File: src/logic/acc_mem_pkg.sv
package acc_mem_pkg;

    // data path and memory word
    parameter int WORD_W = 16;

    // one word per address, 2048 words max
    parameter int ADDR_W = 11;

    // data or instruction word
    typedef logic [WORD_W-1:0] word_t;

    // main memory address
    typedef logic [ADDR_W-1:0] addr_t;

endpackage

File: src/logic/out_credit_port.sv
`timescale 1ns/1ps

module out_credit_port #(
    parameter int unsigned OUT_CREDITS = 2
) (
    input  logic               clk,
    input  logic               rst_n,
    input  logic               send,
    input  acc_mem_pkg::word_t acc,
    input  logic               credit_return,
    output logic               credit_avail,
    output logic               out_valid,
    output acc_mem_pkg::word_t out_data
);
    localparam int CNT_W = $clog2(OUT_CREDITS + 1);

    logic [CNT_W-1:0] credits;
    logic             take;

    // guard against a send with no credit left
    assign take         = send && credit_avail;
    assign credit_avail = (credits != '0);

    always_ff @(posedge clk or negedge rst_n) begin
        if (!rst_n) begin
            credits   <= CNT_W'(OUT_CREDITS);
            out_valid <= 1'b0;
        end else begin
            out_valid <= take;
            // simultaneous take and return cancel out
            if (take && !credit_return) begin
                credits <= credits - 1'b1;
            end else if (credit_return && !take && credits != CNT_W'(OUT_CREDITS)) begin
                credits <= credits + 1'b1;
            end
        end
    end

    always_ff @(posedge clk) begin
        if (take) begin
            out_data <= acc;
        end
    end

endmodule

File: config.mk
export PLATFORM = sky130hd
export DESIGN_NAME = out_credit_port
export DESIGN_NICKNAME = d
export VERILOG_FILES = /design/src/logic/acc_mem_pkg.sv /design/src/logic/out_credit_port.sv
export SDC_FILE = /design/constraint.sdc
export NUM_CORES = 1
export LEC_CHECK = 0
export BUFFER_PORTS_ARGS = -buffer_cell sky130_fd_sc_hd__buf_4
export CORE_MARGIN = 2
export CORE_UTILIZATION = 40
export DETAILED_ROUTE_END_ITERATION = 16
export PLACE_DENSITY = 0.78
export SLEW_MARGIN = 20
export SYNTH_ARGS = -nofsm -noshare
export SYNTH_HDL_FRONTEND = slang
export SYNTH_SLANG_ARGS = --single-unit
File: constraint.sdc
create_clock -name clk -period 1.7 [get_ports clk]
set_input_delay 0.425 -clock clk [delete_from_list [all_inputs] [get_ports clk]]
set_output_delay 0.425 -clock clk [all_outputs]
set_load 0.02 [all_outputs]
==> impl_metrics.json, run 1 <==
{
  "rows": 14,
  "switching_share": 0.3069,
  "syn_to_final_growth_pct": 52.34,
  "drive_gt1_frac": 0.6250,
  "die_area_sq_mm": 0.001938,
  "grt_pass1_vias": 378,
  "arrival_ns": 1.19,
  "worst_setup_path_end_kind": "output pin",
  "drv_cap": 0,
  "leakage_nw": 0.4178,
  "hold_violations": 0,
  "insertedDiodeCount": 0,
  "routed_wl_microns": 1205,
  "r2r_start": "credits[1]",
  "synth_area_leader_cell": "edfxtp_1",
  "hp-start": "send",
  "io_buffers": 37,
  "cts_root_buf": "clkbuf_4",
  "numCtsBuffers": 3,
  "grt_max_degree": 18,
  "insertion_delay_ns": 0.28,
  "grt_usage": 0.1266,
  "num_io_pins": 38,
  "peakVddDrop_v": 0.0009861,
  "wl_per_cell_microns": 13.69,
  "die_y_microns": 44.02,
  "coreArea_sq_mm": 0.001506,
  "fin_worst_skew_ns": 0.002020,
  "rsz0062_at_grt": "false",
  "cp-start-kind": "flip-flop",
  "clockBufferDepth": 2,
  "period_share": 0.9513,
  "p_sw_w": 0.0004082,
  "fmax_mhz": 618.3,
  "fillers": 118,
  "syn_area_per_cell_sq_um": 21.35,
  "pwr-share-comb": 0.315,
  "netlist_area_sq_um": 640.6,
  "grt_overflow": 0,
  "hold_end": "credits[1]",
  "yosysUniqueCellTypes": 13,
  "start_util": 0.4252,
  "min_path_type": "input port to flip-flop",
  "min_period_ns": 1.617,
  "drc": 0,
  "slew_headroom": 0.7466,
  "synth_warnings": 0,
  "worst_pin_slew_ns": 0.3801,
  "cp.required_ns": 1.27,
  "setup_viol": 0,
  "num_vias": 422,
  "crit_fanout": 8,
  "grt_pass1_wl_microns": 1718,
  "p_per_area_mw_per_mm2": 1363,
  "antenna_found_initial": 0,
  "drtAntennaViolNets": 0,
  "status": "finished clean",
  "die_x_microns": 44.02,
  "yosysSeqAreaShare": 0.8691,
  "hold_depth": 2,
  "clkSlewWorstSetupHoldPaths_ns": 0.10,
  "internal_power_w": 0.0009221,
  "drt_iter0_markers": 5,
  "reg2reg_to": "out_data[2]",
  "final_core_util": 0.6478,
  "synth_seq_cells": 19,
  "tns_ns": 0,
  "slew_violations": 0,
  "drtPass1Iterations": 3,
  "r2r.worst_path.cells": 2,
  "cts.sinks": 19,
  "seq_power_share": 0.522,
  "r2r_slack_ns": 0.29,
  "synth_top_area_frac": 0.7500,
  "cts_tree": "done",
  "netlist_instances": 30,
  "p_clk_frac": 0.163,
  "viasPerCell": 4.795,
  "htreeDepth": 1,
  "synthTopCellsByArea": "edfxtp_1 (75%), dfrtp_1 (7.8%), dfstp_2 (4.1%)",
  "syn_nets": 50,
  "path_class": "flip-flop to output pin",
  "gp_congestion": 0.6424,
  "layout.nets": 93
}
[layout by cell type (no fill, tap or decap)]
cell	instances
dlygate4sd3_1	1
o21ai_0	1
clkbuf_1	1
or2_2	1
nor3b_1	2
edfxtp_1	16
clkbuf_4	3
a211oi_1	1
and4b_2	1
dfstp_2	1
and4bb_1	1
dfrtp_1	2
or4_1	1
and2_2	1
and3_2	1
a21oi_1	1
buf_4	37
[final cells by class]
cell class,count,area (sq um),area share
sequential,19,556.8,0.5705
timing repair buffer,38,287.8,0.2949
multi-input combinational,11,85.08,0.08718
clock buffer,4,26.28,0.02692
tap,16,20.02,0.02051
[cells by family (layout without fill, tap and decap cells)]
logic type / count (synthesis) / in the layout / share of synthesized area
buffers and inverters: 0 / 42 / 0
AOI/OAI and AO/OA: 3 / 3 / 0.02733
and+or+nand+nor: 8 / 8 / 0.1035
DFF: 19 / 19 / 0.8691
[state kept, by name (all words and copies together) (netlist names)]
name       cells
credits        2
out_data      16
out_valid      1
[power by group through the flow]
| stage | clock network [W] | registers [W] | logic [W] |
|---|---|---|---|
| global placement | 0 | 0.000700 | 0.000411 |
| detailed placement | 0 | 0.000710 | 0.000419 |
| floorplan | 0 | 0.000805 | 0.000115 |
| CTS | 0.000222 | 0.000697 | 0.000423 |
| finish | 0.000217 | 0.000694 | 0.000419 |
| global route | 0.000239 | 0.000706 | 0.000446 |
[layer usage]
| metal | routed length [microns] | global-route usage |
|---|---|---|
| met4 | 0 | 0.05455 |
| met3 | 155 | 0.05714 |
| met2 | 550 | 0.1971 |
| met1 | 500 | 0.1528 |
| met5 | 0 | 0 |
[worst max-delay path, cell delays in order, from the launching register on]
cell	delay (ns)
dfrtp_1	0.44
or2_2	0.30
buf_4	0.16
[worst max path at each step]
stage	end	depth (start not counted)	start	slack, ns
4_1_cts	out_data[12]	2	credits[1]	0.04
3_5_place_dp	out_data[12]	2	credits[1]	0.06
2_1_floorplan	out_data[0]	2	credits[1]	0.14
5_1_grt	credit_avail	2	credits[0]	0.04
6_report	credit_avail	2	credits[0]	0.08
3_3_place_gp	out_data[9]	2	credits[1]	0.12
[cell usage after synthesis, drive strengths merged]
master	number
or2	1
and3	1
edfxtp	16
dfstp	1
and4bb	1
and4b	1
or4	1
nor3b	2
o21ai	1
dfrtp	2
and2	1
a211oi	1
a21oi	1
[what timing repair did]
| action | in CTS | in global routing |
|---|---|---|
| hold buffers | 1 | 0 |
| setup endpoints to repair | 0 | 16 |
| resized for setup | 0 | 1 |
| setup buffers | 0 | 0 |
| hold endpoints to repair | 2 | 0 |
[through the flow]
step	instance area, sq um	cells	worst slack, ns	total power, W	hold slack (ns)
CTS	974.7	88	0.03809	0.001342	0.2975
detailed placement	938.4	83	0.05802	0.001129	0.2175
global placement	938.4	83	0.1151	0.001111	0.2172
floorplan	640.6	30	0.1357	0.0009200	0.1294
finish	975.9	88	0.08274	0.001330	0.3063
global route	975.9	88	0.03611	0.001391	0.2891
Power figures use the tool's default switching activity.
==> inputs of run 2 (changes only) <==
--- a/config.mk
+++ b/config.mk
@@ -6,10 +6,11 @@
 export NUM_CORES = 1
 export LEC_CHECK = 0
 export BUFFER_PORTS_ARGS = -buffer_cell sky130_fd_sc_hd__buf_4
+export CORE_ASPECT_RATIO = 0.8
 export CORE_MARGIN = 2
-export CORE_UTILIZATION = 40
+export CORE_UTILIZATION = 25
 export DETAILED_ROUTE_END_ITERATION = 16
-export PLACE_DENSITY = 0.78
+export PLACE_DENSITY = 0.54
 export SLEW_MARGIN = 20
 export SYNTH_ARGS = -nofsm -noshare
 export SYNTH_HDL_FRONTEND = slang
==> run 2 against run 1 <==
Sequential share of layout area down 1.4 points; largest cell class unchanged; count of clock-buffer cells in the layout unchanged; sequential power about the same; wire length up 6.3%; core utilization down 24 points; first-iteration DRC count up 20%; cell area up 2.7%; highest routed layer is now met4; final cell count up 23%; combinational power about the same; total power up 0.42%.
==> impl_metrics.json, run 2 (synthesized netlist as in run 1, its figures left out) <==
{
  "switching_share": 0.3074,
  "fmax_mhz": 617.7,
  "fin_worst_skew_ns": 0.0008552,
  "clockBufferDepth": 2,
  "p_per_area_mw_per_mm2": 1333,
  "internal_power_w": 0.0009252,
  "clkSlewWorstSetupHoldPaths_ns": 0.10,
  "gp_congestion": 0.6413,
  "drc": 0,
  "seq_power_share": 0.522,
  "numCtsBuffers": 3,
  "layout_top_registers": "out_data x16, credits x2, out_valid x1",
  "drv_cap": 0,
  "drive_gt1_frac": 0.6389,
  "grt_usage": 0.09498,
  "final_core_util": 0.4103,
  "hpwl_microns": 978,
  "fillers": 241,
  "rsz0062_at_grt": "false",
  "min_path_type": "input port to flip-flop",
  "hold_violations": 0,
  "die_y_microns": 49.28,
  "worst_setup_path_end_kind": "output pin",
  "reg2reg_to": "out_data[14]",
  "met3_usage": 0.03979,
  "crit_fanout": 8,
  "holdWs_ns": 0.2988,
  "hp-start": "send",
  "htreeDepth": 1,
  "period_share": 0.9522,
  "die_x_microns": 60.60,
  "drt_iter0_markers": 6,
  "viasPerCell": 4.056,
  "p_sw_w": 0.0004107,
  "dp_cells": 103,
  "max_flop_register": "out_data",
  "num_io_pins": 38,
  "hold_end": "credits[1]",
  "worst_pin_slew_ns": 0.3806,
  "p_clk_frac": 0.163,
  "start_util": 0.2623,
  "r2r.worst_path.cells": 2,
  "seq_area_sq_um": 558.0,
  "arrival_ns": 1.19,
  "cts_root_buf": "clkbuf_4",
  "grt_pass1_wl_microns": 1925,
  "wl_per_cell_microns": 11.86,
  "slew_violations": 0,
  "cts.sinks": 19,
  "largest_reg_flops": 16,
  "routed_wl_microns": 1281,
  "syn_to_final_growth_pct": 56.45,
  "leakage_nw": 0.4166,
  "drtAntennaViolNets": 0,
  "cp.required_ns": 1.27,
  "hold_depth": 2,
  "grtUsageMet1": 0.09106,
  "slew_headroom": 0.7462,
  "io_buffers": 37,
  "mostFrequentLayoutCell": "buf_4",
  "r2r_start": "credits[1]",
  "path_class": "flip-flop to output pin",
  "top_usage_layer": "met2",
  "peakVddDrop_v": 0.0006048,
  "worstSetupStartpoint": "credits[0]",
  "grt_use_met2": 0.1595,
  "tns_ns": 0,
  "layout.nets": 93,
  "status": "finished clean",
  "antenna_found_initial": 0,
  "insertion_delay_ns": 0.29,
  "cp-start-kind": "flip-flop",
  "pwr-share-comb": 0.315,
  "min_period_ns": 1.619,
  "final_cell_mix": "buf_4 (37), edfxtp_1 (16), clkbuf_4 (3)",
  "rows": 16,
  "final_cells": 108,
  "grt_max_degree": 18,
  "die_area_sq_mm": 0.002986,
  "drtPass1Iterations": 3,
  "r2r_slack_ns": 0.29,
  "setup_viol": 0,
  "coreArea_sq_mm": 0.002442,
  "cts_tree": "done",
  "grt_pass1_vias": 442,
  "num_vias": 438,
  "grt_overflow": 0,
  "multi_input_area_sq_um": 85.08,
  "insertedDiodeCount": 0
}
## run 2: worst max-delay path, cell delays in order, from the launching register on
cell     delay [ns]
dfrtp_2        0.45
or2_2          0.29
buf_4          0.16
## run 2: layout make-up
| cell class | count | share of cell area |
|---|---|---|
| timing repair buffer | 38 | 0.2871 |
| sequential | 19 | 0.5568 |
| tap | 36 | 0.04494 |
| multi-input combinational | 11 | 0.08489 |
| clock buffer | 4 | 0.02622 |
## run 2: power groups by stage
stage | clock, W | sequential [W] | combinational (W)
floorplan | 0 | 0.000805 | 0.000115
global placement | 0 | 0.000705 | 0.000420
detailed placement | 0 | 0.000711 | 0.000419
CTS | 0.000231 | 0.000698 | 0.000423
global route | 0.000253 | 0.000714 | 0.000449
finish | 0.000218 | 0.000697 | 0.000420
## run 2: through the flow
step,power (W),instance area [sq um],setup slack (ns)
2_1_floorplan,0.0009200,640.6,0.1357
3_3_place_gp,0.001125,963.4,0.07404
3_5_place_dp,0.001130,963.4,0.03817
4_1_cts,0.001352,999.7,0.02876
5_1_grt,0.001416,1002,0.008355
6_report,0.001336,1002,0.08122
## run 2: worst max path at each step
stage | slack, ns | end | cells after the start
floorplan | 0.14 | out_data[0] | 2
global placement | 0.07 | out_data[3] | 2
detailed placement | 0.04 | out_data[3] | 2
CTS | 0.03 | out_data[3] | 2
global route | 0.008 | credit_avail | 2
finish | 0.08 | credit_avail | 2
## run 2: timing repair
item / CTS / global route
endpoints found under the hold margin: 2 / 0
hold buffers: 1 / 0
setup endpoints to repair: 0 / 17
setup buffers: 0 / 0
resized for setup: 0 / 2
## run 2: layer usage
metal,share of wire,wire length [microns]
met1,0.41,526
met2,0.50,636
met3,0.063,81
met4,0.029,37
met5,0,0
