--- src/logic/acc_mem_pkg.sv ---
package acc_mem_pkg;

    // data path and memory word
    parameter int WORD_W = 16;

    // one word per address, 2048 words max
    parameter int ADDR_W = 11;

    // data or instruction word
    typedef logic [WORD_W-1:0] word_t;

    // main memory address
    typedef logic [ADDR_W-1:0] addr_t;

endpackage

--- src/logic/acc_isa_pkg.sv ---
package acc_isa_pkg;

    // opcode sits above the 11-bit address field
    parameter int OPC_LSB = 11;
    parameter int OPC_W   = 5;
    parameter int ALU_W   = 4;

    // alu codes come first so bit 4 clear means alu op
    typedef enum logic [OPC_W-1:0] {
        OP_ADD, OP_SUB, OP_MUL, OP_DIV,
        OP_SHL, OP_SHR, OP_ROL, OP_ROR,
        OP_AND, OP_OR, OP_XOR, OP_NNOR,
        OP_NAND, OP_XNOR, OP_GT, OP_EQ,
        OP_LOAD, OP_STORE, OP_JUMP, OP_JZ,
        OP_OUT, OP_HALT
    } opcode_t;

    // low four bits of the alu opcodes
    typedef enum logic [ALU_W-1:0] {
        ALU_ADD, ALU_SUB, ALU_MUL, ALU_DIV,
        ALU_SHL, ALU_SHR, ALU_ROL, ALU_ROR,
        ALU_AND, ALU_OR, ALU_XOR, ALU_NNOR,
        ALU_NAND, ALU_XNOR, ALU_GT, ALU_EQ
    } alu_op_t;

endpackage

--- src/logic/alu.sv ---
`timescale 1ns/1ps

module alu (
    input  acc_isa_pkg::alu_op_t op,
    input  acc_mem_pkg::word_t   operand1,
    input  acc_mem_pkg::word_t   operand2,
    output acc_mem_pkg::word_t   result
);
    import acc_mem_pkg::*;
    import acc_isa_pkg::*;

    // operand1 is always the accumulator
    always_comb begin
        case (op)
            ALU_ADD:  result = operand1 + operand2;
            ALU_SUB:  result = operand1 - operand2;
            // 16-bit context keeps the low half only
            ALU_MUL:  result = operand1 * operand2;
            // divide by zero saturates to all ones
            ALU_DIV:  result = (operand2 == '0) ? '1 : operand1 / operand2;
            ALU_SHL:  result = operand1 << 1;
            ALU_SHR:  result = operand1 >> 1;
            ALU_ROL:  result = {operand1[WORD_W-2:0], operand1[WORD_W-1]};
            ALU_ROR:  result = {operand1[0], operand1[WORD_W-1:1]};
            ALU_AND:  result = operand1 & operand2;
            ALU_OR:   result = operand1 | operand2;
            ALU_XOR:  result = operand1 ^ operand2;
            // nor negated twice, so plain or
            ALU_NNOR: result = ~(~(operand1 | operand2));
            ALU_NAND: result = ~(operand1 & operand2);
            ALU_XNOR: result = ~(operand1 ^ operand2);
            // unsigned compare, 1 or 0
            ALU_GT:   result = word_t'(operand1 > operand2);
            ALU_EQ:   result = word_t'(operand1 == operand2);
            default:  result = '0;
        endcase
    end

endmodule

--- src/logic/acc_datapath.sv ---
`timescale 1ns/1ps

module acc_datapath (
    input  logic                 clk,
    input  logic                 rst_n,
    input  acc_mem_pkg::word_t   mem_rdata,
    input  acc_isa_pkg::alu_op_t alu_op,
    input  logic                 acc_load_mem,
    input  logic                 acc_load_alu,
    output acc_mem_pkg::word_t   acc,
    output logic                 acc_zero
);
    import acc_mem_pkg::*;
    import acc_isa_pkg::*;

    word_t   mbr;
    word_t   alu_result;
    alu_op_t wb_op;
    logic    wb_mem;
    logic    wb_alu;

    // operand word lands in mbr the cycle after exec
    always_ff @(posedge clk) begin
        mbr   <= mem_rdata;
        wb_op <= alu_op;
    end

    alu u_alu (
        .op       (wb_op),
        .operand1 (acc),
        .operand2 (mbr),
        .result   (alu_result)
    );

    // strobes delayed one cycle to line up with mbr
    always_ff @(posedge clk or negedge rst_n) begin
        if (!rst_n) begin
            wb_mem <= 1'b0;
            wb_alu <= 1'b0;
            acc    <= '0;
        end else begin
            wb_mem <= acc_load_mem;
            wb_alu <= acc_load_alu;
            if (wb_mem) begin
                acc <= mbr;
            end else if (wb_alu) begin
                acc <= alu_result;
            end
        end
    end

    // jz condition
    assign acc_zero = (acc == '0);

endmodule

--- config.mk ---
export PLATFORM = sky130hd
export DESIGN_NAME = acc_datapath
export DESIGN_NICKNAME = d
export VERILOG_FILES = /design/src/logic/acc_mem_pkg.sv /design/src/logic/acc_isa_pkg.sv /design/src/logic/alu.sv /design/src/logic/acc_datapath.sv
export SDC_FILE = /design/constraint.sdc
export NUM_CORES = 1
export LEC_CHECK = 0
export BUFFER_PORTS_ARGS = -buffer_cell sky130_fd_sc_hd__buf_4
export CAP_MARGIN = 25
export CORE_MARGIN = 2
export CORE_UTILIZATION = 50
export CTS_BUF_LIST = sky130_fd_sc_hd__clkbuf_2
export CTS_CLUSTER_DIAMETER = 120
export DETAILED_ROUTE_END_ITERATION = 12
export PLACE_DENSITY = 0.64
export RECOVER_POWER = 100
export SETUP_SLACK_MARGIN = 0.2
export SYNTH_ARGS = -nofsm -noshare
export SYNTH_HDL_FRONTEND = slang
export SYNTH_SLANG_ARGS = --single-unit
--- constraint.sdc ---
create_clock -name clk -period 36.1 [get_ports clk]
set_input_delay 1.805 -clock clk [delete_from_list [all_inputs] [get_ports clk]]
set_output_delay 1.805 -clock clk [all_outputs]
set_load 0.02 [all_outputs]
==> run_results.csv, run 1 <==
group,metric,value,unit
run_status,violations,"max-capacitance violations, max-slew violations",
worst_setup_path,r2r_slack,3.60,ns
finish,final_common_cell,"ha_1",
power,ir_drop,0.103,mV
power,powerDensity,66.1,nW/um^2
yosys,async_flop_share,47.4,%
global_routing,overflow,0,
sta,setup_tns,0,ns
die,die_area,31600,um^2
routing,ant_nets,0,
global_routing,grt_max_degree,50,
yosys,ys_types,92,
worst_setup_path,critPathSlowestCell,"o41ai_1",
hold_path,hp-class,"reg -> reg",
clocking,clockRootBuffer,"clkbuf_2",
worst_setup_path,critPathRequiredTime,36.59,ns
routing,vias_per_cell,6.55,
global_routing,grt_pass1_wl,87.8,mm
yosys,synth_flop_cell,"dfxtp_1",
worst_setup_path,startpoint_type,"flop",
worst_setup_path,endpoint_kind,"flop",
yosys,ys_top_cells_by_area,"ha_1 20%, fa_1 11%, nand2_1 5.1%",
clocking,path_clk_slew,0.35,ns
clocking,htreeDepth,2,
die,initial_utilization,50.9,%
routing,vias,15789,
sta,min_period_over_period,90.0,%
worst_setup_path,cp_max_fo,25,
hold_path,whs_path_depth,2,
sta,fin_ws,3.60,ns
sta,max_freq,0.0308,GHz
worst_setup_path,crit_top_cell,"ha_1",
finish,nFillCells,2951,
clocking,cts_setup_buffers,0,
finish,nets,2361,
global_routing,grt_pass1_vias,14911,
die,io_pins,41,
place,preCtsSetupSlack,5.30,ns
yosys,ys_ff_latch,38,
yosys,syn_inst,2024,
routing,drt-initial-drc-count,1838,
run_status,status,"complete, but fails checks",
yosys,syn_area_per_cell,7.45,um^2
yosys,yosys_warnings,0,
power,p_leak,7.27,nW
worst_setup_path,r2r-start,"mbr[15]",
sta,timing.hold.ws,0.629,ns
global_routing,track_usage,36.7,%
routing,drc_errors,0,
finish,post-route-util,53.5,%
die,die_w,178,um
power,total_power,1.05,mW
sta,rsz0062_at_grt,"false",
yosys,synth_edf_count,0,
finish,syn2layout_area_growth,5.12,%
sta,clock-skew-final,0.0700,ns
die,fp.dieH,178,um
sta,worst_pin_slew,1.53,ns
routing,post_drt_wl_per_cell,23.8,um
die,core-area,29600,um^2
worst_setup_path,arrival,32.99,ns
clocking,clk_path_buf_depth,2,
worst_setup_path,cpPeakStageDelay,0.89,ns
global_routing,antenna_found_initial,1,
hold_path,min-delay-start,"mbr[5]",
sta,period_needed,32.50,ns
sta,slew_viol_final,35,
clocking,cts-resized-gates,0,
finish,layout_common_cells,"236 x ha_1, 206 x nand2_1, 187 x nor2_1, 178 x inv_1, 142 x a21oi_1",
yosys,yosys.area.top_type,"ha_1",
clocking,cts-buffers-inserted,5,
sta,slew-limit-headroom,-2.24,%
clocking,clock_sinks,38,
yosys,post-synth-top-area-fraction,19.6,%
hold_path,min_to,"acc[5]",
worst_setup_path,r2r-end,"acc[0]",
place,dp_hpwl,42.7,mm
sta,setup_viol,0,
sta,hold_viol,0,
routing,drt_wl_total,57.3,mm
yosys,synth_nets,2366,
clocking,worstSkewPairLatency,0.64,ns
place,port_buffers,40,
worst_setup_path,path_delay_family,"compound AO/OA/AOI/OAI gates",
worst_setup_path,crit_buf_inv,8,
routing,dr.pass1.iters,8,
worst_setup_path,crit_type,"reg -> reg",
flow_run,maxCapViolations,2,
worst_setup_path,r2r_cells,115,
yosys,ys_seq_area_share,5.64,%
clocking,cts_hold_buf,0,
clocking,cts_tree,"done",
die,core.rowCount,63,
yosys,netlist_area,15100,um^2
finish,drive_gt1_share,7.57,%
place,place_congestion,1.02,
[power by group]
group          switching [mW]  total [mW]  leakage [nW]  internal (mW)
logic                   0.561       0.957          6.85          0.395
registers             0.00970      0.0562         0.384         0.0465
clock network          0.0240      0.0355        0.0352         0.0115
[logic make-up (layout without fill, tap and decap cells)]
logic type	count (synthesis)	in the layout	synth area share, %
AND/OR/NAND/NOR	646	646	20.2
multiplexers	69	69	4.98
flip-flops	38	38	5.64
AO/OA/AOI/OAI	550	550	24.7
adder cells (fa/ha/maj)	319	319	30.5
buffers and inverters	286	282	7.18
other	0	2	0
XOR/XNOR	116	116	6.74
[synthesized netlist by cell type, types with 11 or more instances]
| cell type | count |
|---|---|
| a211oi_1 | 21 |
| dfrtp_1 | 18 |
| clkbuf_1 | 88 |
| or3_1 | 20 |
| a21oi_1 | 142 |
| inv_1 | 178 |
| and3_1 | 11 |
| o21ai_0 | 93 |
| o211ai_1 | 22 |
| mux2i_1 | 36 |
| nor4_1 | 19 |
| nor2_1 | 187 |
| nand3_1 | 35 |
| nand2_1 | 206 |
| or2_2 | 14 |
| a21o_1 | 32 |
| o21a_1 | 29 |
| nor2b_1 | 18 |
| dfxtp_1 | 20 |
| a31oi_1 | 23 |
| a21boi_0 | 12 |
| ha_1 | 236 |
| xor2_1 | 48 |
| mux2_2 | 30 |
| nor3_1 | 61 |
| o21bai_1 | 12 |
| nand2b_1 | 16 |
| xnor2_1 | 68 |
| o31ai_1 | 21 |
| o22ai_1 | 15 |
| nand4_1 | 18 |
| fa_1 | 82 |
[through the flow]
step                cells  instance area, um^2
floorplan            2024                15100
global placement     2400                15900
detailed placement   2400                15900
CTS                  2408                15900
global route         2411                15800
finish               2412                15800
[worst max path at each step]
stage                     startpoint      to  slack (ns)  cells past startpoint
after floorplan               mbr[0]  acc[0]        8.43                    118
after global placement       mbr[15]  acc[0]        5.91                    114
after detailed placement     mbr[15]  acc[0]        5.30                    114
after CTS                    mbr[15]  acc[0]        5.16                    114
after global routing         mbr[15]  acc[0]        1.20                    117
final                        mbr[15]  acc[0]        3.60                    115
[area by class of cell]
class,count,area [um^2],area share [%]
sequential,38,852,5.38
tap,390,488,3.08
inverter,184,691,4.36
timing repair buffer,90,587,3.70
clock inverter,3,45.0,0.284
antenna,2,5.00,0.0316
clock buffer,5,25.0,0.158
multi-input combinational,1700,13200,83.0
[layer usage]
| layer | GRT usage (%) | share of wire, % |
|---|---|---|
| met3 | 7.09 | 10 |
| met1 | 50.1 | 43 |
| met5 | 0 | 0 |
| met2 | 56.6 | 43 |
| met4 | 14.9 | 4.4 |
[registers in the layout (all words and copies together), names as in the netlist]
| signal | count |
|---|---|
| acc | 16 |
| wb_alu | 1 |
| wb_mem | 1 |
| mbr | 16 |
| wb_op | 4 |
[worst min-delay path, stage by stage (launching register included)]
cell	delay, ns
dfxtp_1	0.36
buf_4	0.19
a21o_1	0.17
(Power assumes the default switching activity.)
==> run 2: changes to the inputs <==
--- a/config.mk
+++ b/config.mk
@@ -10,10 +10,10 @@
 export CORE_MARGIN = 2
 export CORE_UTILIZATION = 50
 export CTS_BUF_LIST = sky130_fd_sc_hd__clkbuf_2
-export CTS_CLUSTER_DIAMETER = 120
 export DETAILED_ROUTE_END_ITERATION = 12
 export PLACE_DENSITY = 0.64
 export RECOVER_POWER = 100
+export REMOVE_ABC_BUFFERS = 1
 export SETUP_SLACK_MARGIN = 0.2
 export SYNTH_ARGS = -nofsm -noshare
 export SYNTH_HDL_FRONTEND = slang
==> run 2 against run 1 <==
The run still ends with max-capacitance violations, max-slew violations left. Worst setup slack got worse by 0.14 ns. Critical path depth fell by 1. Wire length rose by 0.31%. Maximum frequency fell by 0.44%. Highest routed layer is now met5.
==> run_results.csv, run 2 (synthesized netlist as in run 1, its figures left out) <==
group,metric,value,unit
power,swShare,57.0,%
clocking,clockRootBuffer,"clkbuf_2",
global_routing,grt_pass1_wl,88.4,mm
sta,max_freq,0.0306,GHz
hold_path,hp-class,"reg -> reg",
routing,dr.pass1.iters,8,
sta,period_needed,32.64,ns
sta,timing.hold.ws,0.646,ns
global_routing,track_usage,36.8,%
finish,final_common_cell,"ha_1",
routing,drc_errors,0,
sta,setup_viol,0,
power,comb_power_share,92.0,%
finish,syn2layout_area_growth,4.68,%
global_routing,antenna_found_initial,3,
power,seqPwrFrac,5.6,%
finish,post-route-util,53.3,%
clocking,cts_setup_buffers,0,
worst_setup_path,startpoint_type,"flop",
die,io_pins,41,
routing,post_drt_wl_per_cell,23.9,um
worst_setup_path,critPathRequiredTime,36.51,ns
die,die_w,178,um
power,p_leak,7.25,nW
global_routing,overflow,0,
worst_setup_path,r2r_slack,3.46,ns
clocking,clock_sinks,38,
clocking,cts_tree,"done",
run_status,status,"complete, but fails checks",
sta,min_period_over_period,90.4,%
power,total_power,1.04,mW
worst_setup_path,endpoint_kind,"flop",
clocking,cts-resized-gates,0,
global_routing,grt_pass1_vias,15012,
worst_setup_path,arrival,33.05,ns
die,initial_utilization,50.9,%
run_status,violations,"max-capacitance violations, max-slew violations",
die,core.rowCount,63,
routing,vias_per_cell,6.49,
finish,nets,2357,
power,pwr-share-clk,2.4,%
worst_setup_path,crit_type,"reg -> reg",
power,ir_drop,0.0742,mV
finish,reg.largest.list,"acc x16, mbr x16, wb_op x4",
routing,vias,15606,
place,port_buffers,40,
die,die_area,31600,um^2
sta,rsz0062_at_grt,"false",
finish,layout_common_cells,"236 x ha_1, 206 x nand2_1, 187 x nor2_1, 178 x inv_1, 142 x a21oi_1",
sta,slew_viol_final,29,
die,fp.dieH,178,um
routing,drt-initial-drc-count,1896,
power,p_switching,591,uW
place,dp_hpwl,42.9,mm
worst_setup_path,crit_top_cell,"ha_1",
clocking,cts_hold_buf,0,
worst_setup_path,critPathSlowestCell,"nor4_1",
sta,worst_pin_slew,1.93,ns
worst_setup_path,cp_max_fo,25,
sta,slew-limit-headroom,-30.2,%
routing,drt_wl_total,57.5,mm
place,place_congestion,0.975,
clocking,worstSkewPairLatency,0.58,ns
routing,ant_nets,0,
flow_run,maxCapViolations,2,
sta,setup_tns,0,ns
clocking,clk_path_buf_depth,2,
sta,hold_viol,0,
finish,drive_gt1_share,7.44,%
clocking,path_clk_slew,0.28,ns
global_routing,grt_max_degree,50,
worst_setup_path,cpPeakStageDelay,1.57,ns
power,internal-power,446,uW
sta,clock-skew-final,0.0594,ns
clocking,htreeDepth,2,
die,core-area,29600,um^2
power,powerDensity,65.7,nW/um^2
clocking,cts-buffers-inserted,5,
## run 2: cell count changes in the layout (fill, tap and decap cells not counted), sizes merged
cell and change:
bufinv -1, clkbuf -2, buf -1, clkinvlp -1, diode -1
## run 2: cell type report
type                    instances  area [um^2]
well taps                     390          488
clock buffers                   6         30.0
inverters                     184          691
multi-input cells            1700        13200
repair buffers                 86          556
clock inverters                 1         7.51
flip-flops and latches         38          852
fillers                      2993        13900
diodes                          1         2.50
## run 2: power by group through the flow
stage          registers (mW)  logic [mW]  clock network [mW]
2_1_floorplan          0.0631       0.697                   0
3_3_place_gp           0.0582       0.917                   0
3_5_place_dp           0.0583       0.933                   0
4_1_cts                0.0575       0.941              0.0252
5_1_grt                0.0579        1.06              0.0262
6_report               0.0579       0.955              0.0247
## run 2: worst max-delay path: cells and delay by family (launching register included)
kind	cells	cell delay, ns
compound gates	55	13.88
simple gates	29	9.63
fa+ha+maj	15	4.35
mux	7	2.42
buf+inv	8	1.81
flops	1	0.42
## run 2: path summary, 6_finish.rpt
check / start / endpoint / depth (start not counted)
min in group asynchronous: rst_n / acc[10] / 1
max reg2reg: mbr[15] / acc[0] / 114
min: mbr[13] / acc[13] / 1
max: mbr[15] / acc[0] / 114
max in group asynchronous: rst_n / acc[0] / 1
min reg2reg: mbr[13] / acc[13] / 1
## run 2: through the flow
stage,setup WS [ns],instance area [um^2],cells
global placement,5.42,15800,2396
detailed placement,5.00,15800,2397
CTS,4.92,15900,2404
global route,1.25,15800,2406
finish,3.46,15800,2406
floorplan,6.99,14700,1922
## run 2: layer usage
metal / track usage (%) / share of wire [%] / wire (um) / vias to the layer above
li1: - / - / - / 7210
met1: 49.6 / 43 / 24800 / 7471
met2: 56.6 / 43 / 24700 / 768
met3: 8.70 / 9.5 / 5440 / 155
met4: 14.8 / 4.5 / 2590 / 2
met5: 0 / 0.023 / 13 / -
