`src/logic/acc_mem_pkg.sv`:
```
package acc_mem_pkg;

    // data path and memory word
    parameter int WORD_W = 16;

    // one word per address, 2048 words max
    parameter int ADDR_W = 11;

    // data or instruction word
    typedef logic [WORD_W-1:0] word_t;

    // main memory address
    typedef logic [ADDR_W-1:0] addr_t;

endpackage

```
`src/logic/acc_isa_pkg.sv`:
```
package acc_isa_pkg;

    // opcode sits above the 11-bit address field
    parameter int OPC_LSB = 11;
    parameter int OPC_W   = 5;
    parameter int ALU_W   = 4;

    // alu codes come first so bit 4 clear means alu op
    typedef enum logic [OPC_W-1:0] {
        OP_ADD, OP_SUB, OP_MUL, OP_DIV,
        OP_SHL, OP_SHR, OP_ROL, OP_ROR,
        OP_AND, OP_OR, OP_XOR, OP_NNOR,
        OP_NAND, OP_XNOR, OP_GT, OP_EQ,
        OP_LOAD, OP_STORE, OP_JUMP, OP_JZ,
        OP_OUT, OP_HALT
    } opcode_t;

    // low four bits of the alu opcodes
    typedef enum logic [ALU_W-1:0] {
        ALU_ADD, ALU_SUB, ALU_MUL, ALU_DIV,
        ALU_SHL, ALU_SHR, ALU_ROL, ALU_ROR,
        ALU_AND, ALU_OR, ALU_XOR, ALU_NNOR,
        ALU_NAND, ALU_XNOR, ALU_GT, ALU_EQ
    } alu_op_t;

endpackage

```
`src/logic/control_unit.sv`:
```
`timescale 1ns/1ps

module control_unit (
    input  logic                 clk,
    input  logic                 rst_n,
    input  logic                 start,
    input  acc_mem_pkg::word_t   mem_rdata,
    input  logic                 acc_zero,
    input  logic                 out_credit_avail,
    output acc_mem_pkg::addr_t   mem_addr,
    output logic                 mem_we,
    output acc_isa_pkg::alu_op_t alu_op,
    output logic                 acc_load_mem,
    output logic                 acc_load_alu,
    output logic                 out_send,
    output logic                 busy
);
    import acc_mem_pkg::*;
    import acc_isa_pkg::*;

    typedef enum logic [2:0] {
        S_IDLE, S_FETCH, S_DECODE, S_EXEC, S_HALTED
    } state_t;

    state_t  state;
    addr_t   pc;
    word_t   ir;
    addr_t   mar;
    opcode_t opcode;
    logic    in_exec;

    assign opcode  = opcode_t'(ir[OPC_LSB +: OPC_W]);
    assign in_exec = (state == S_EXEC);

    // state and pc
    always_ff @(posedge clk or negedge rst_n) begin
        if (!rst_n) begin
            state <= S_IDLE;
            pc    <= '0;
        end else begin
            case (state)
                S_IDLE, S_HALTED: begin
                    if (start) begin
                        pc    <= '0;
                        state <= S_FETCH;
                    end
                end
                S_FETCH: state <= S_DECODE;
                S_DECODE: begin
                    // wraps at the top of the address space
                    pc    <= pc + 1'b1;
                    state <= S_EXEC;
                end
                S_EXEC: begin
                    state <= S_FETCH;
                    case (opcode)
                        OP_JUMP: pc <= mar;
                        OP_JZ: begin
                            if (acc_zero) begin
                                pc <= mar;
                            end
                        end
                        // stall here until a credit shows up
                        OP_OUT: begin
                            if (!out_credit_avail) begin
                                state <= S_EXEC;
                            end
                        end
                        OP_HALT: state <= S_HALTED;
                        default: ;
                    endcase
                end
                default: state <= S_IDLE;
            endcase
        end
    end

    // instruction word arrives from memory during decode
    always_ff @(posedge clk) begin
        if (state == S_DECODE) begin
            ir  <= mem_rdata;
            mar <= mem_rdata[ADDR_W-1:0];
        end
    end

    // pc on fetch, operand address from decode on
    always_comb begin
        case (state)
            S_DECODE: mem_addr = mem_rdata[ADDR_W-1:0];
            S_EXEC:   mem_addr = mar;
            default:  mem_addr = pc;
        endcase
    end

    assign busy         = (state == S_FETCH) || (state == S_DECODE) || in_exec;
    assign mem_we       = in_exec && (opcode == OP_STORE);
    // bit 4 clear selects the sixteen alu functions
    assign acc_load_alu = in_exec && !ir[OPC_LSB + OPC_W - 1];
    assign acc_load_mem = in_exec && (opcode == OP_LOAD);
    assign out_send     = in_exec && (opcode == OP_OUT) && out_credit_avail;
    assign alu_op       = alu_op_t'(ir[OPC_LSB +: ALU_W]);

endmodule

```
`config.mk`:
```
export PLATFORM = sky130hd
export DESIGN_NAME = control_unit
export DESIGN_NICKNAME = d
export VERILOG_FILES = /design/src/logic/acc_mem_pkg.sv /design/src/logic/acc_isa_pkg.sv /design/src/logic/control_unit.sv
export SDC_FILE = /design/constraint.sdc
export NUM_CORES = 1
export LEC_CHECK = 0
export BUFFER_PORTS_ARGS = -buffer_cell sky130_fd_sc_hd__buf_2
export CAP_MARGIN = 20
export CORE_AREA = 3 3 65 67
export CTS_CLUSTER_DIAMETER = 40
export CTS_CLUSTER_SIZE = 14
export DETAILED_ROUTE_END_ITERATION = 16
export DIE_AREA = 0 0 68 70
export PLACE_DENSITY_LB_ADDON = 0.1
export REMOVE_ABC_BUFFERS = 1
export SYNTH_ARGS = -nofsm -noshare
export SYNTH_HDL_FRONTEND = slang
export SYNTH_SLANG_ARGS = --single-unit
export TNS_END_PERCENT = 5
```
`constraint.sdc`:
```
create_clock -name clk -period 4.7 [get_ports clk]
set_input_delay 0.235 -clock clk [delete_from_list [all_inputs] [get_ports clk]]
set_output_delay 0.235 -clock clk [all_outputs]
set_load 0.005 [all_outputs]
```
==> summary.md, run 1 <==
| Metric | Value |
|---|---|
| IO buf count | `40` |
| Area Overhead vs Synth | `16.8%` |
| Fin crit share | `0.509` |
| VDD IR max | `0.000230 V` |
| Final ANT Viol Nets | `0` |
| Worst-margin pin slew | `0.911 ns` |
| Routability cong. | `0.823` |
| CP arrival | `2.60 ns` |
| Critical path startpoint category | `register` |
| Hold WC Path Type | `input port to register` |
| Dominant cells by area after synthesis | `edfxtp_1 28%, dfrtp_1 21%, mux2i_1 5.3%` |
| Largest net degree at the start of global routing | `25` |
| Finished Layout Cells | `250` |
| Vias in the first global route | `1342` |
| Crit-path max FO | `24` |
| Global-route wire length before repair | `6160 um` |
| Htree depth | `2` |
| Area after DPL | `1890 um2` |
| Clock tree sinks | `30` |
| Area occupied by multi-input gates | `790 um2` |
| Synth Cell Area | `1700 um2` |
| Die width | `68 um` |
| Synth top area share | `0.283` |
| Final setup vio count | `0` |
| Worst Path Buf+Inv | `1` |
| Syn Inst Count | `164` |
| Minimum clock period after layout | `2.39 ns` |
| Synthesized area per cell | `10.4 um2` |
| Initial Util | `0.460` |
| CP required | `4.91 ns` |
| MaxCap Viol Count | `0` |
| Warnings, synthesis | `0` |
| EDFF count, synth | `16` |
| Vias post-DR | `1399` |
| Ports | `41` |
| Fin. max-slew vios | `0` |
| Status | `finished clean` |
| Setup TNS | `0 ns` |
| Clock tree buffer depth | `2` |
| Synth Flop Type | `edfxtp_1` |
| Share of cells above drive strength 1 | `0.267` |
| Largest area contributor in the netlist | `edfxtp_1` |
| Die ar. | `4760 um2` |
| Final instance area | `1980 um2` |
| Hold violation total from the final report | `0` |
| Pre-antenna DRT Iters | `5` |
| Max Fclk | `418 MHz` |
| Ys async rst share | `0.467` |
| Initial DRC count | `67` |
| Crit. End Element | `register` |
| Initial antenna violation count | `0` |
| RSZ-0062 raised after global routing | `no` |
| Worst path cell trace | `or3b_4 > inv_1 > a22oi_1 > a21oi_1` |
| CTS root buf | `clkbuf_8` |
| Final hold slack | `0.134 ns` |
| Cell Rows | `22` |
| Worst path slowest cell | `dfrtp_1` |
| Power per cell area | `604 nW/um2` |
| Critical path type | `register to register` |
| Final core utilization | `0.538` |
| Synth cell types | `47` |
| Crit path max-delay family | `flip-flops` |
| Post-Route WL | `3760 um` |
| Lkg Pwr | `0.831 nW` |
| CTS buffer count | `5` |
| Std-Cell Core Area | `3690 um2` |
| Clk Latency, worst-skew pair | `0.28 ns` |
| Critical path's largest stage delay | `0.71 ns` |
| Total track usage | `0.171` |
| Fill cells | `356` |
| DP Wirelength | `2690 um` |
| GR Overflow Total | `0` |
| Seq cells post-synth | `30` |
| Sequential Area | `831 um2` |
| Die H | `70 um` |
| Drt wl/cell | `15.0 um` |
| Placed instance count | `241` |
| N_diodes | `0` |
| Vias per Instance | `5.60` |
| Number of gates resized after CTS | `0` |
| NumNets Final | `223` |
| DR DRC count | `0` |
| Sequential share of the synthesized area | `0.489` |
| Clock transition at path regs | `0.06 ns` |
| TritonCTS clock tree | `built` |
| Final clock skew | `0.00783 ns` |
| Slew margin rel. | `0.393` |
==> synthesized netlist by cell type (2+ instances only) <==
master / count
nor4_1: 4
buf_4: 4
nand3_1: 3
a31oi_1: 3
and4_1: 2
o2bb2ai_1: 3
mux2i_1: 9
a22o_1: 2
buf_2: 2
edfxtp_1: 16
a22oi_1: 2
clkbuf_1: 3
nor3b_1: 2
nand2_1: 18
a21oi_1: 8
xnor2_1: 2
and3_1: 2
dfrtp_1: 14
nor2_1: 10
o21ai_0: 10
inv_1: 3
nor2b_1: 2
nor3_1: 7
nand4_1: 2
o31ai_1: 3
nand2b_1: 3
a221o_1: 2
o22ai_1: 4
==> per-stage QoR <==
stage          setup slack [ns]  power [mW]
2_1_floorplan              2.74       0.818
3_3_place_gp               2.31        1.00
3_5_place_dp               2.29        1.01
4_1_cts                    2.28        1.21
5_1_grt                    2.15        1.29
6_report                   2.31        1.20
==> power breakdown <==
group          switching [mW]  internal (mW)  leakage [nW]  total (mW)
sequential              0.122          0.376         0.330       0.498
clock                  0.0883          0.101        0.0426       0.190
combinational           0.279          0.231         0.459       0.510
==> cell families after synthesis <==
kind of cell,Yosys count,synth area share
AO/OA/AOI/OAI,42,0.162
AND/OR/NAND/NOR,65,0.227
adder cells (fa/ha/maj),1,0.00737
multiplexers,9,0.0531
flip-flops,30,0.489
XOR/XNOR,3,0.0155
buffers and inverters,14,0.0457
==> worst register-to-register path, cell delays in order (launching register included) <==
cell     delay (ns)
dfrtp_1        0.71
or3b_4         0.64
inv_1          0.60
a22oi_1        0.21
a21oi_1        0.17
==> worst paths after layout <==
| kind | startpoint | endpoint | slack [ns] | cells after the start |
|---|---|---|---|---|
| hold reg to reg | pc[10]$_DFFE_PN0P_ | pc[10]$_DFFE_PN0P_ | 0.53 | 1 |
| hold / removal | mem_rdata[11] | ir[11]$_DFFE_PP_ | 0.13 | 1 |
| max in group asynchronous | rst_n | state[2]$_DFFE_PN0P_ | 4.05 | 2 |
| min in group asynchronous | rst_n | pc[7]$_DFFE_PN0P_ | 0.39 | 2 |
| setup reg to reg | state[0]$_DFFE_PN0P_ | pc[1]$_DFFE_PN0P_ | 2.31 | 4 |
| setup / recovery | state[0]$_DFFE_PN0P_ | pc[1]$_DFFE_PN0P_ | 2.31 | 4 |
==> cell type report <==
class	instances	share of cell area
Clock buffer	6	0.0366
Clock inverter	2	0.00442
Inverter	3	0.00568
Multi-Input combinational cell	120	0.398
Sequential cell	30	0.419
Tap cell	48	0.0303
Timing Repair Buffer	41	0.106
==> what timing repair did <==
| item | 4_1_cts | 5_1_grt |
|---|---|---|
| buffers inserted | 0 | 0 |
| hold endpoints to repair | 14 | 0 |
| endpoints found under the setup margin | 0 | 0 |
| hold buffers | 1 | 0 |
==> metal layers <==
layer | part of all wire | global-route usage
met1 | 0.46 | 0.231
met2 | 0.47 | 0.247
met3 | 0.061 | 0.0563
met4 | 0.016 | 0.0728
met5 | 0 | 0
==> cells in the final DEF (no fill, tap or decap), types with 2 or more instances in the layout <==
cell type  Yosys  final
nand3_1        3      3
nor3b_1        2      2
nand2b_1       3      3
o22ai_1        4      4
nor3_1         7      7
xnor2_1        2      2
a31oi_1        3      3
nand2_1       18     18
dfrtp_1       14     14
clkbuf_8       0      5
and3_1         2      2
a21oi_1        8      8
a221o_1        2      2
o21ai_0       10     10
inv_1          3      3
nor4_1         4      4
nor2_1        10     10
o31ai_1        3      3
nor2b_1        2      2
buf_2          2     40
a22oi_1        2      2
and4_1         2      2
edfxtp_1      16     16
mux2i_1        9      9
o2bb2ai_1      3      3
nand4_1        2      2
a22o_1         2      2
==> sequential cells by signal, indices dropped and copies added, names as in the netlist <==
name,count
pc,11
ir,16
state,3
(Power assumes the default switching activity.)
==> run 2: changes to the inputs <==
Clock period 4.7 ns to 2.5 ns, I/O delays scaled along.
==> summary.md, run 2 (same netlist as run 1, synthesis figures left out) <==
| Metric | Value |
|---|---|
| Fin crit share | `0.826` |
| GR Overflow Total | `0 (unchanged)` |
| Sequential Area | `831 um2 (unchanged)` |
| Worst slack at placement | `0.561 ns (-1.73 ns)` |
| CTS buffer count | `5 (unchanged)` |
| Worst path slowest cell | `dfrtp_1` |
| Critical path type | `register to output port` |
| Worst path cell trace | `and3b_1 > nand2_1 > nor4_1 > buf_2` |
| Clock tree buffer depth | `2 (unchanged)` |
| Cell Rows | `22 (unchanged)` |
| Final ANT Viol Nets | `0 (unchanged)` |
| Crit-path max FO | `15 (-38%)` |
| Area occupied by multi-input gates | `790 um2 (unchanged)` |
| Post-Route WL | `4010 um (+6.8%)` |
| Final setup margin | `0.435 ns (-1.87 ns)` |
| Crit. End Element | `output port` |
| Max Fclk | `484 MHz` |
| Final setup vio count | `0 (unchanged)` |
| Clock tree sinks | `30 (unchanged)` |
| Power per cell area | `1150 nW/um2 (+91%)` |
| Hold WC Path Type | `input port to register` |
| Vias in the first global route | `1403 (+4.5%)` |
| VDD IR max | `0.000530 V (+130%)` |
| Die ar. | `4760 um2 (unchanged)` |
| Crit path max-delay family | `simple AND/OR/NAND/NOR gates` |
| Largest net degree at the start of global routing | `25 (unchanged)` |
| Largest register FFs | `16 (unchanged)` |
| Die H | `70 um (unchanged)` |
| Global-route wire length before repair | `6700 um (+8.7%)` |
| Commonest non-fill, non-tap cell in the layout | `buf_2` |
| Fin. max-slew vios | `0 (unchanged)` |
| Htree depth | `2 (unchanged)` |
| Clk Latency, worst-skew pair | `0.29 ns (about the same)` |
| Biggest register | `ir` |
| Fill cells | `373 (+4.8%)` |
| Initial Util | `0.460 (unchanged)` |
| Most frequent cells in the layout | `40 x buf_2, 18 x nand2_1, 16 x edfxtp_1` |
| Critical path startpoint category | `register` |
| Minimum clock period after layout | `2.06 ns` |
| Total track usage | `0.186 (+0.0152)` |
| Clock transition at path regs | `0.07 ns (about the same)` |
| CP required | `2.38 ns (-2.53 ns)` |
| Routability cong. | `0.847 (+2.8%)` |
| Worst Path Buf+Inv | `1 (unchanged)` |
| Vias post-DR | `1389 (-0.71%)` |
| Die width | `68 um (unchanged)` |
| Ports | `41 (unchanged)` |
| DR DRC count | `0 (unchanged)` |
| DP Wirelength | `2860 um (+6.3%)` |
| Share of cells above drive strength 1 | `0.278 (+0.0107)` |
| Post-CTS setup buffers | `0 (unchanged)` |
| Initial DRC count | `112 (+67%)` |
| Lkg Pwr | `0.846 nW (+1.8%)` |
| CTS root buf | `clkbuf_8` |
| Regs by FF count | `ir: 16 flops, pc: 11 flops, state: 3 flops` |
| Setup TNS | `0 ns (unchanged)` |
| Hold violation total from the final report | `0 (unchanged)` |
| Std-Cell Core Area | `3690 um2 (unchanged)` |
| Final clock skew | `0.00710 ns (-0.000738 ns)` |
| Hold Buf Count CTS | `1 (unchanged)` |
| N_diodes | `0 (unchanged)` |
| Number of gates resized after CTS | `0 (unchanged)` |
| Drt wl/cell | `15.8 um (+5.5%)` |
| IO buf count | `40 (unchanged)` |
| Vias per Instance | `5.49 (-1.9%)` |
| MaxCap Viol Count | `0 (unchanged)` |
| Worst-margin pin slew | `0.559 ns (-0.352 ns)` |
| Initial antenna violation count | `0 (unchanged)` |
| Pre-antenna DRT Iters | `4 (-1)` |
| CP arrival | `1.94 ns (-0.66 ns)` |
| TritonCTS clock tree | `built` |
| Area Overhead vs Synth | `18.1%` |
| NumNets Final | `226 (+1.3%)` |
| Critical path's largest stage delay | `0.70 ns (about the same)` |
| RSZ-0062 raised after global routing | `no` |
| Slew margin rel. | `0.627 (+0.235)` |
| Status | `finished clean` |
## run 2: routing by layer
layer  track usage  share of wire
met3        0.0611          0.042
met5             0              0
met2         0.270           0.46
met1         0.253           0.48
met4        0.0751          0.015
## run 2: path summary, 6_finish.rpt
path,endpoint,slack (ns),startpoint,cells past startpoint
max in group asynchronous,pc[0]$_DFFE_PN0P_,1.95,rst_n,2
max,out_send,0.44,state[0]$_DFFE_PN0P_,4
max reg2reg,pc[9]$_DFFE_PN0P_,0.52,state[0]$_DFFE_PN0P_,4
min,ir[15]$_DFFE_PP_,0.01,mem_rdata[15],1
min in group asynchronous,pc[2]$_DFFE_PN0P_,0.28,rst_n,2
min reg2reg,pc[10]$_DFFE_PN0P_,0.52,pc[10]$_DFFE_PN0P_,1
## run 2: worst reg2reg max path, delay by kind of cell, from the launching register on
kind	cells	cell delay, ns
AO/OA/AOI/OAI	2	0.81
buffers and inverters	1	0.30
flip-flops	1	0.59
AND/OR/NAND/NOR	1	0.17
## run 2: cell type report
type,count,area share
clock buffer,6,0.0362
sequential,30,0.414
inverter,3,0.00561
tap,48,0.0299
clock inverter,2,0.00437
timing repair buffer,44,0.116
multi-input combinational,120,0.394
## run 2: per-stage QoR
stage	utilization	power [mW]	std cells	instance area (um2)	hold WS [ns]
floorplan	-	1.54	153	1630	-0.171
global placement	0.519	1.93	244	1910	0.0491
detailed placement	0.519	1.95	244	1910	0.0587
CTS	0.544	2.33	253	2010	0.00454
global route	0.544	2.50	253	2010	0.00220
finish	0.544	2.31	253	2010	0.0122
## run 2: power breakdown
group	total, mW	leakage, nW	internal (mW)	switching, mW
registers	0.904	0.330	0.706	0.198
logic	1.04	0.474	0.461	0.579
clock network	0.369	0.0426	0.191	0.179
